===== config.mk =====
export PLATFORM = sky130hd
export DESIGN_NAME = portalBridge
export DESIGN_NICKNAME = d
export VERILOG_FILES = /design/src/logic/portal_pkg.sv /design/src/logic/portalBridge.sv /design/src/logic/portalRegs.sv /design/src/logic/portalWritePath.sv /design/src/logic/portalReadPath.sv /design/src/logic/portalFifo.sv
export VERILOG_INCLUDE_DIRS = /design/src /design/src/logic
export SDC_FILE = /design/constraint.sdc
export NUM_CORES = 1
export LEC_CHECK = 0
export BUFFER_PORTS_ARGS = -buffer_cell sky130_fd_sc_hd__buf_2
export CORE_UTILIZATION = 45
export CTS_CLUSTER_DIAMETER = 100
export CTS_CLUSTER_SIZE = 24
export DETAILED_ROUTE_END_ITERATION = 10
export PLACE_DENSITY = 0.76
export SETUP_SLACK_MARGIN = 0.3
export SYNTH_ARGS = -nofsm -noshare
export SYNTH_HDL_FRONTEND = slang
export SYNTH_SLANG_ARGS = --single-unit

===== constraint.sdc =====
create_clock -name CLK -period 3.06 [get_ports CLK]
set_input_delay 0.459 -clock CLK [delete_from_list [all_inputs] [get_ports CLK]]
set_output_delay 0.459 -clock CLK [all_outputs]
set_load 0.01 [all_outputs]

===== src/logic/portal_config.svh =====
`ifndef PORTAL_CONFIG_SVH
`define PORTAL_CONFIG_SVH

`define PORTAL_DATA_W     32
`define PORTAL_ID_W       6
`define PORTAL_OFFSET_W   5
`define PORTAL_LEN_W      4
`define PORTAL_ADDR_W     13
`define PORTAL_FIFO_DEPTH 2
`define PORTAL_BEAT_BYTES 4

// identity words of the control space
`define PORTAL_IND_KIND   5
`define PORTAL_REQ_KIND   6
`define PORTAL_VERSION    2
`define PORTAL_BAD_OFFSET 32'h005A05A0

// control space offsets
`define PORTAL_OFF_STATUS  5'h00
`define PORTAL_OFF_ENABLE  5'h04
`define PORTAL_OFF_ONE     5'h08
`define PORTAL_OFF_PENDING 5'h0C
`define PORTAL_OFF_KIND    5'h10
`define PORTAL_OFF_VERSION 5'h14
`define PORTAL_OFF_RSVD0   5'h18
`define PORTAL_OFF_RSVD1   5'h1C

// data space offsets
`define PORTAL_DATA_MSG    5'h00
`define PORTAL_DATA_FLAG   5'h04

`endif

===== src/logic/portal_pkg.sv =====
`include "portal_config.svh"

package portal_pkg;

  typedef logic [`PORTAL_DATA_W-1:0]   word_t;
  typedef logic [`PORTAL_ID_W-1:0]     busId_t;
  typedef logic [`PORTAL_OFFSET_W-1:0] offset_t;

  // burst request, bit 12 of addr picks the portal
  typedef struct packed {
    logic [`PORTAL_ADDR_W-1:0] addr;
    logic [`PORTAL_LEN_W-1:0]  len;
    busId_t                    id;
  } busAddr_t;

  typedef struct packed {
    word_t  data;
    busId_t id;
    logic   last;
  } busRead_t;

  typedef struct packed {
    word_t data;
    logic  last;
  } busWrite_t;

  // one register access, req set for the request portal
  typedef struct packed {
    logic    req;
    logic    ctrl;
    offset_t offset;
  } beatAccess_t;

  function automatic beatAccess_t makeAccess(input busAddr_t burst, input offset_t offset);
    beatAccess_t acc;
    acc.req    = burst.addr[`PORTAL_ADDR_W-1];
    acc.ctrl   = (burst.addr[`PORTAL_ADDR_W-2:`PORTAL_OFFSET_W] == '0);
    acc.offset = offset;
    return acc;
  endfunction

  // wraps inside the 5-bit offset
  function automatic offset_t nextOffset(input offset_t offset);
    return offset + offset_t'(`PORTAL_BEAT_BYTES);
  endfunction

endpackage


===== src/logic/portalBridge.sv =====
`timescale 1ns/1ns

module portalBridge (
  input  logic                  CLK,
  input  logic                  RST_N,
  input  logic                  arValid,
  input  portal_pkg::busAddr_t  arReq,
  output logic                  arReady,
  output logic                  rValid,
  output portal_pkg::busRead_t  rBeat,
  input  logic                  rReady,
  input  logic                  awValid,
  input  portal_pkg::busAddr_t  awReq,
  output logic                  awReady,
  input  logic                  wValid,
  input  portal_pkg::busWrite_t wBeat,
  output logic                  wReady,
  output logic                  bValid,
  output portal_pkg::busId_t    bId,
  input  logic                  bReady,
  output logic                  indDeq,
  input  portal_pkg::word_t     indData,
  input  logic                  indNotEmpty,
  output logic                  reqEnq,
  output portal_pkg::word_t     reqData,
  input  logic                  reqNotFull,
  input  portal_pkg::word_t     indPending,
  input  portal_pkg::word_t     reqPending,
  output logic                  interrupt
);

  import portal_pkg::*;

  logic        rdStrobe;
  beatAccess_t rdAccess;
  word_t       rdWord;
  logic        wrValid;
  beatAccess_t wrAccess;
  word_t       wrData;
  logic        wrAccept;

  portalReadPath readPath (
    .CLK(CLK), .RST_N(RST_N),
    .arValid(arValid), .arReq(arReq), .arReady(arReady),
    .rValid(rValid), .rBeat(rBeat), .rReady(rReady),
    .rdStrobe(rdStrobe), .rdAccess(rdAccess), .rdWord(rdWord)
  );

  portalWritePath writePath (
    .CLK(CLK), .RST_N(RST_N),
    .awValid(awValid), .awReq(awReq), .awReady(awReady),
    .wValid(wValid), .wBeat(wBeat), .wReady(wReady),
    .bValid(bValid), .bId(bId), .bReady(bReady),
    .wrValid(wrValid), .wrAccess(wrAccess), .wrData(wrData), .wrAccept(wrAccept)
  );

  // both paths meet here, reads never stall writes
  portalRegs regs (
    .CLK(CLK), .RST_N(RST_N),
    .rdStrobe(rdStrobe), .rdAccess(rdAccess), .rdWord(rdWord),
    .wrValid(wrValid), .wrAccess(wrAccess), .wrData(wrData), .wrAccept(wrAccept),
    .indDeq(indDeq), .indData(indData), .indNotEmpty(indNotEmpty),
    .reqEnq(reqEnq), .reqData(reqData), .reqNotFull(reqNotFull),
    .indPending(indPending), .reqPending(reqPending), .interrupt(interrupt)
  );

endmodule


===== src/logic/portalRegs.sv =====
`timescale 1ns/1ns
`include "portal_config.svh"

module portalRegs (
  input  logic                    CLK,
  input  logic                    RST_N,
  input  logic                    rdStrobe,
  input  portal_pkg::beatAccess_t rdAccess,
  output portal_pkg::word_t       rdWord,
  input  logic                    wrValid,
  input  portal_pkg::beatAccess_t wrAccess,
  input  portal_pkg::word_t       wrData,
  output logic                    wrAccept,
  output logic                    indDeq,
  input  portal_pkg::word_t       indData,
  input  logic                    indNotEmpty,
  output logic                    reqEnq,
  output portal_pkg::word_t       reqData,
  input  logic                    reqNotFull,
  input  portal_pkg::word_t       indPending,
  input  portal_pkg::word_t       reqPending,
  output logic                    interrupt
);

  import portal_pkg::*;

  logic  indIntrEn;
  logic  reqIntrEn;
  word_t pending;
  logic  enable;
  word_t ctrlWord;
  word_t dataWord;
  logic  reqDataWrite;
  logic  enableWrite;

  assign pending = rdAccess.req ? reqPending : indPending;
  assign enable  = rdAccess.req ? reqIntrEn : indIntrEn;

  always_comb begin
    case (rdAccess.offset)
      `PORTAL_OFF_STATUS:  ctrlWord = word_t'(pending != '0);
      `PORTAL_OFF_ENABLE:  ctrlWord = word_t'(enable);
      `PORTAL_OFF_ONE:     ctrlWord = word_t'(1);
      `PORTAL_OFF_PENDING: ctrlWord = pending;
      `PORTAL_OFF_KIND:    ctrlWord = word_t'(rdAccess.req ? `PORTAL_REQ_KIND : `PORTAL_IND_KIND);
      `PORTAL_OFF_VERSION: ctrlWord = word_t'(`PORTAL_VERSION);
      `PORTAL_OFF_RSVD0, `PORTAL_OFF_RSVD1: ctrlWord = '0;
      default:             ctrlWord = `PORTAL_BAD_OFFSET;
    endcase
  end

  // empty indication queue reads as zero, no stall
  always_comb begin
    dataWord = '0;
    if (!rdAccess.req) begin
      if (rdAccess.offset == `PORTAL_DATA_MSG && indNotEmpty) begin
        dataWord = indData;
      end else if (rdAccess.offset == `PORTAL_DATA_FLAG) begin
        dataWord = word_t'(indNotEmpty);
      end
    end else if (rdAccess.offset == `PORTAL_DATA_FLAG) begin
      dataWord = word_t'(reqNotFull);
    end
  end

  assign rdWord = rdAccess.ctrl ? ctrlWord : dataWord;
  assign indDeq = rdStrobe && !rdAccess.req && !rdAccess.ctrl &&
                  (rdAccess.offset == `PORTAL_DATA_MSG) && indNotEmpty;

  // request data waits for queue space
  assign reqDataWrite = wrAccess.req && !wrAccess.ctrl;
  assign wrAccept     = wrValid && (!reqDataWrite || reqNotFull);
  assign reqEnq       = wrAccept && reqDataWrite;
  assign reqData      = wrData;
  assign enableWrite  = wrAccept && wrAccess.ctrl && (wrAccess.offset == `PORTAL_OFF_ENABLE);

  always_ff @(posedge CLK) begin
    if (!RST_N) begin
      indIntrEn <= 1'b0;
      reqIntrEn <= 1'b0;
    end else if (enableWrite) begin
      if (wrAccess.req) begin
        reqIntrEn <= wrData[0];
      end else begin
        indIntrEn <= wrData[0];
      end
    end
  end

  assign interrupt = (indIntrEn && (indPending != '0)) || (reqIntrEn && (reqPending != '0));

endmodule


===== src/logic/portalWritePath.sv =====
`timescale 1ns/1ns

module portalWritePath (
  input  logic                    CLK,
  input  logic                    RST_N,
  input  logic                    awValid,
  input  portal_pkg::busAddr_t    awReq,
  output logic                    awReady,
  input  logic                    wValid,
  input  portal_pkg::busWrite_t   wBeat,
  output logic                    wReady,
  output logic                    bValid,
  output portal_pkg::busId_t      bId,
  input  logic                    bReady,
  output logic                    wrValid,
  output portal_pkg::beatAccess_t wrAccess,
  output portal_pkg::word_t       wrData,
  input  logic                    wrAccept
);

  import portal_pkg::*;

  busAddr_t  awHead;
  logic      awHeadValid;
  logic      awPop;
  busWrite_t wHead;
  logic      wHeadValid;
  logic      wPop;
  logic      bRoom;
  logic      bPush;
  logic      beatDone;
  logic      midBurst;
  offset_t   curOffset;
  offset_t   beatOffset;

  portalFifo #(
    .payload_t(busAddr_t)
  ) awFifo (
    .CLK      (CLK),
    .RST_N    (RST_N),
    .inValid  (awValid),
    .inData   (awReq),
    .inReady  (awReady),
    .outValid (awHeadValid),
    .outData  (awHead),
    .outReady (awPop)
  );

  portalFifo #(
    .payload_t(busWrite_t)
  ) wFifo (
    .CLK      (CLK),
    .RST_N    (RST_N),
    .inValid  (wValid),
    .inData   (wBeat),
    .inReady  (wReady),
    .outValid (wHeadValid),
    .outData  (wHead),
    .outReady (wPop)
  );

  assign beatOffset = midBurst ? curOffset : awHead.addr[4:0];

  // last beat waits for room in the response queue
  assign wrValid  = awHeadValid && wHeadValid && (!wHead.last || bRoom);
  assign wrAccess = makeAccess(awHead, beatOffset);
  assign wrData   = wHead.data;

  assign beatDone = wrValid && wrAccept;
  assign wPop     = beatDone;
  assign awPop    = beatDone && wHead.last;
  assign bPush    = beatDone && wHead.last;

  portalFifo #(
    .payload_t(busId_t)
  ) bFifo (
    .CLK      (CLK),
    .RST_N    (RST_N),
    .inValid  (bPush),
    .inData   (awHead.id),
    .inReady  (bRoom),
    .outValid (bValid),
    .outData  (bId),
    .outReady (bReady)
  );

  always_ff @(posedge CLK) begin
    if (!RST_N) begin
      midBurst  <= 1'b0;
      curOffset <= '0;
    end else if (beatDone) begin
      if (wHead.last) begin
        midBurst <= 1'b0;
      end else begin
        midBurst  <= 1'b1;
        curOffset <= nextOffset(beatOffset);
      end
    end
  end

endmodule


===== src/logic/portalReadPath.sv =====
`timescale 1ns/1ns
`include "portal_config.svh"

module portalReadPath (
  input  logic                    CLK,
  input  logic                    RST_N,
  input  logic                    arValid,
  input  portal_pkg::busAddr_t    arReq,
  output logic                    arReady,
  output logic                    rValid,
  output portal_pkg::busRead_t    rBeat,
  input  logic                    rReady,
  output logic                    rdStrobe,
  output portal_pkg::beatAccess_t rdAccess,
  input  portal_pkg::word_t       rdWord
);

  import portal_pkg::*;

  busAddr_t                 head;
  logic                     headValid;
  logic                     headPop;
  busRead_t                 rPush;
  logic                     rRoom;
  logic                     midBurst;
  logic [`PORTAL_LEN_W-1:0] beatCnt;
  offset_t                  curOffset;
  offset_t                  beatOffset;
  logic                     lastBeat;

  portalFifo #(
    .payload_t(busAddr_t)
  ) arFifo (
    .CLK      (CLK),
    .RST_N    (RST_N),
    .inValid  (arValid),
    .inData   (arReq),
    .inReady  (arReady),
    .outValid (headValid),
    .outData  (head),
    .outReady (headPop)
  );

  // first beat takes the offset from the request itself
  assign beatOffset = midBurst ? curOffset : head.addr[`PORTAL_OFFSET_W-1:0];
  assign lastBeat   = (beatCnt == head.len);

  // one beat per cycle while the return queue has room
  assign rdStrobe = headValid && rRoom;
  assign rdAccess = makeAccess(head, beatOffset);
  assign headPop  = rdStrobe && lastBeat;

  assign rPush.data = rdWord;
  assign rPush.id   = head.id;
  assign rPush.last = lastBeat;

  portalFifo #(
    .payload_t(busRead_t)
  ) rFifo (
    .CLK      (CLK),
    .RST_N    (RST_N),
    .inValid  (rdStrobe),
    .inData   (rPush),
    .inReady  (rRoom),
    .outValid (rValid),
    .outData  (rBeat),
    .outReady (rReady)
  );

  always_ff @(posedge CLK) begin
    if (!RST_N) begin
      midBurst  <= 1'b0;
      beatCnt   <= '0;
      curOffset <= '0;
    end else if (rdStrobe) begin
      if (lastBeat) begin
        midBurst <= 1'b0;
        beatCnt  <= '0;
      end else begin
        midBurst  <= 1'b1;
        beatCnt   <= beatCnt + 1'b1;
        curOffset <= nextOffset(beatOffset);
      end
    end
  end

endmodule


===== src/logic/portalFifo.sv =====
`timescale 1ns/1ns
`include "portal_config.svh"

module portalFifo #(
  parameter type payload_t = logic
) (
  input  logic     CLK,
  input  logic     RST_N,
  input  logic     inValid,
  input  payload_t inData,
  output logic     inReady,
  output logic     outValid,
  output payload_t outData,
  input  logic     outReady
);

  localparam int Depth = `PORTAL_FIFO_DEPTH;
  localparam int PtrW  = (Depth > 1) ? $clog2(Depth) : 1;

  payload_t mem [Depth];

  logic [PtrW-1:0] wrPtr;
  logic [PtrW-1:0] rdPtr;
  logic [PtrW:0]   count;
  logic            push;
  logic            pop;

  assign inReady  = (count != (PtrW + 1)'(Depth));
  assign outValid = (count != '0);
  assign outData  = mem[rdPtr];

  assign push = inValid && inReady;
  assign pop  = outValid && outReady;

  always_ff @(posedge CLK) begin
    if (!RST_N) begin
      wrPtr <= '0;
      rdPtr <= '0;
      count <= '0;
    end else begin
      if (push) begin
        wrPtr <= (wrPtr == PtrW'(Depth - 1)) ? '0 : wrPtr + 1'b1;
      end
      if (pop) begin
        rdPtr <= (rdPtr == PtrW'(Depth - 1)) ? '0 : rdPtr + 1'b1;
      end
      count <= count + (PtrW + 1)'(push) - (PtrW + 1)'(pop);
    end
  end

  // storage only, no reset
  always_ff @(posedge CLK) begin
    if (push) begin
      mem[wrPtr] <= inData;
    end
  end

endmodule


==> out/metrics.cfg <==
[global_route]
grt_pass1_wl_mm = 37.7
antenna_found_initial = 4
grt_pass1_vias = 7197
grt_overflow = 0
grt_max_degree = 40
grt_usage_pct = 18.3

[floorplan]
core_um2 = 25400
num_rows = 58
die_w_um = 164
start_util_pct = 46.4
die_area_um2 = 26800
io-pin-count = 269
die_h_um = 164

[yosys]
synth_seq_cells = 283
syn_area_per_cell_um2 = 15.7
netlist_top_cells_count = edfxtp_1 (240), mux2_2 (93), mux2i_1 (56)
syn_area_um2 = 11800
synth_ff_type = edfxtp_1
yosysWarnings = 0
syn_inst = 749
ys_top_cells_by_area = edfxtp_1 (61%), mux2_2 (8.9%), dfxtp_1 (7.3%)
post-synth-top-count-cell = edfxtp_1
yosysTopAreaCell = edfxtp_1
synth_top_cell_area_share_pct = 61.2
synth.distinct_cells = 55
async_flop_share_pct = 0
syn-num-nets = 950
seq_area_frac_synth_pct = 68.5
synth-edff-count = 240

[routing]
avgRoutedWirePerCell_um = 18.8
wl_mm = 25.6
dr.pass1.iters = 5
drt-initial-drc-count = 342
ant_nets = 0
vias = 7284
drc = 0
vias_per_cell = 5.34

[final_layout]
nFillCells = 2082
nNetsFinal = 1226
final_area_um2 = 14100
layout.cells.non_filler = 1363
utilization_pct = 55.5
antenna_cells = 0
area_delta_synth_final_pct = 19.7
drive_above_1_share_pct = 42.3

[power_and_ir_drop]
internal_power_mw = 7.29
combPwrFrac_pct = 29.0
p_per_area_nw_per_um2 = 738
power_leakage_nw = 5.41
p_sw_mw = 3.11
ir_worst_vdd_uv = 701
p_clk_share_pct = 20.3
sequentialPowerShare_pct = 50.7
sw_frac_of_total_pct = 29.9
finalPower_mw = 10.4

[place]
post-place-ws_ns = 0.182
io_buffers = 264
dp.cells = 1332
postPlaceCellArea_um2 = 13600
post-dp-hpwl_mm = 18.6
gp_congestion = 0.843

[setup_path]
cp-start-kind = flip-flop
slowest_stage = or4_4
cpPeakStageDelay_ns = 0.52
cp_cell_sequence = mux2i_1, nor2_1, a21oi_2, ha_2, inv_2, or4_4, nor4_4, buf_4
critical_path_class = reg -> out
end_kind = primary output
path_max_fanout = 3
critPathBufInv = 2
required_ns = 2.60
crit_family = simple AND/OR/NAND/NOR gates
cp_data_arrival_time_ns = 2.36

[clock_tree]
clk_latency_ns = 0.49
cts_tree = yes
htree_levels = 1
cts.root.buffer_cell = clkbuf_16
cts.clk_slew.worst_paths_ns = 0.10
cts_buffers = 15
cts_max_path_buffers = 3
clock_sink_count = 283

[job]
cap_violations = 0

[min_path]
holdCritPathClass = in -> reg

[status]
outcome = complete, no violations

[sta]
layout_worst_path_cycle_share_pct = 92.0
fin_crit_ns = 2.81
worst_pin_slew_ns = 0.880
relSlewSlack_pct = 41.3
setup_viol = 0
fin_setup_tns_ns = 0
final_critical_path_setup_slack_ns = 0.246
report.final.slew_viol_count = 0
fmax_ghz = 0.355
grt_setup_unrepaired = true
finClkSkew_ns = 0.0115
whs_ns = 0.153
hold_violations = 0

[per-layer routing]
metal / vias to the layer above / global-route usage (%) / routed length, µm
met3: 37 / 4.29 / 1940
met4: 8 / 4.25 / 618
li1: 3434 / - / -
met1: 3533 / 21.5 / 9900
met2: 272 / 33.6 / 13000
met5: - / 0 / 52
[logic make-up (layout without fill, tap and decap cells)]
group,after synthesis,in the layout,share of synthesized area [%]
DFF,283,283,68.5
muxes,150,150,13.8
and+or+nand+nor,134,135,6.15
AOI/OAI and AO/OA,90,90,6.09
buffers and inverters,53,336,2.08
xor gates and xnor gates,22,22,1.64
adders and majority gates,17,17,1.81
[power by group through the flow]
stage                     combinational (mW)  clock, mW  sequential, mW
after floorplan                         2.00          0            5.22
after detailed placement                3.00          0            5.36
after global routing                    3.32       2.31            5.34
after global placement                  2.94          0            5.32
after CTS                               3.05       2.19            5.28
final                                   3.02       2.11            5.28
[final timing paths]
kind / startpoint / depth (start not counted) / endpoint / slack [ns]
worst max register to register: flip-flop / 10 / readPath.rFifo.mem[1][18]$_DFFE_PP_ / 0.31
worst min-delay path: wBeat[7] / 1 / writePath.wFifo.mem[1][7]$_DFFE_PP_ / 0.15
worst max-delay path: flip-flop / 8 / indDeq / 0.25
worst min register to register: writePath.curOffset[1]$_SDFFE_PN0P_ / 2 / writePath.curOffset[1]$_SDFFE_PN0P_ / 0.49
[cells in the final DEF, fill, tap and decap left out, drive strengths merged, types with 3 or more instances in the layout]
cell type  Yosys  final
nor4          28     28
nand2         27     27
a22o           8      8
and3           6      6
ha            17     17
a32o           4      4
a21oi         14     14
xor2          12     12
nor4b          3      3
clkbuf        12     25
and2           8      8
o2bb2ai       21     21
edfxtp       240    240
nand3          4      4
nor2          31     31
buf           19    289
o31ai          3      3
or2            3      3
inv           21     21
a311oi         3      3
mux2          94     94
xnor2         10     10
nor3           6      6
dfxtp         43     43
mux2i         56     56
nand4          5      5
o21ai         21     21
or4            4      4
nand2b         4      4
[cell type report]
class                           count  area (µm²)  area share (%)
Tap cell                          330         413            2.93
Multi-Input combinational cell    414        3560            25.3
Timing Repair Buffer              289        1540            10.9
Clock buffer                       25         434            3.08
Inverter                           22        82.6           0.586
Sequential cell                   283        8070            57.3
[repair_timing]
action / CTS / global route
endpoints found under the hold margin: 0 / 0
cloned: 1 / 0
resized for setup: 11 / 6
pin swaps: 2 / 4
setup endpoints to repair: 43 / 54
buffers inserted: 4 / 1
hold buffers: 0 / 0
[state kept, by name (all words and copies together) (netlist names), 2 cells and up, named ones only]
| signal | flops |
|---|---|
| readPath.rFifo.mem | 78 |
| writePath.wFifo.mem | 66 |
| readPath.arFifo.mem | 46 |
| writePath.awFifo.mem | 38 |
| writePath.bFifo.mem | 12 |
| readPath.curOffset | 5 |
| writePath.curOffset | 5 |
| readPath.beatCnt | 4 |
| readPath.arFifo.count | 2 |
| readPath.rFifo.count | 2 |
| writePath.awFifo.count | 2 |
| writePath.bFifo.count | 2 |
| writePath.wFifo.count | 2 |
(Power assumes the default switching activity.)
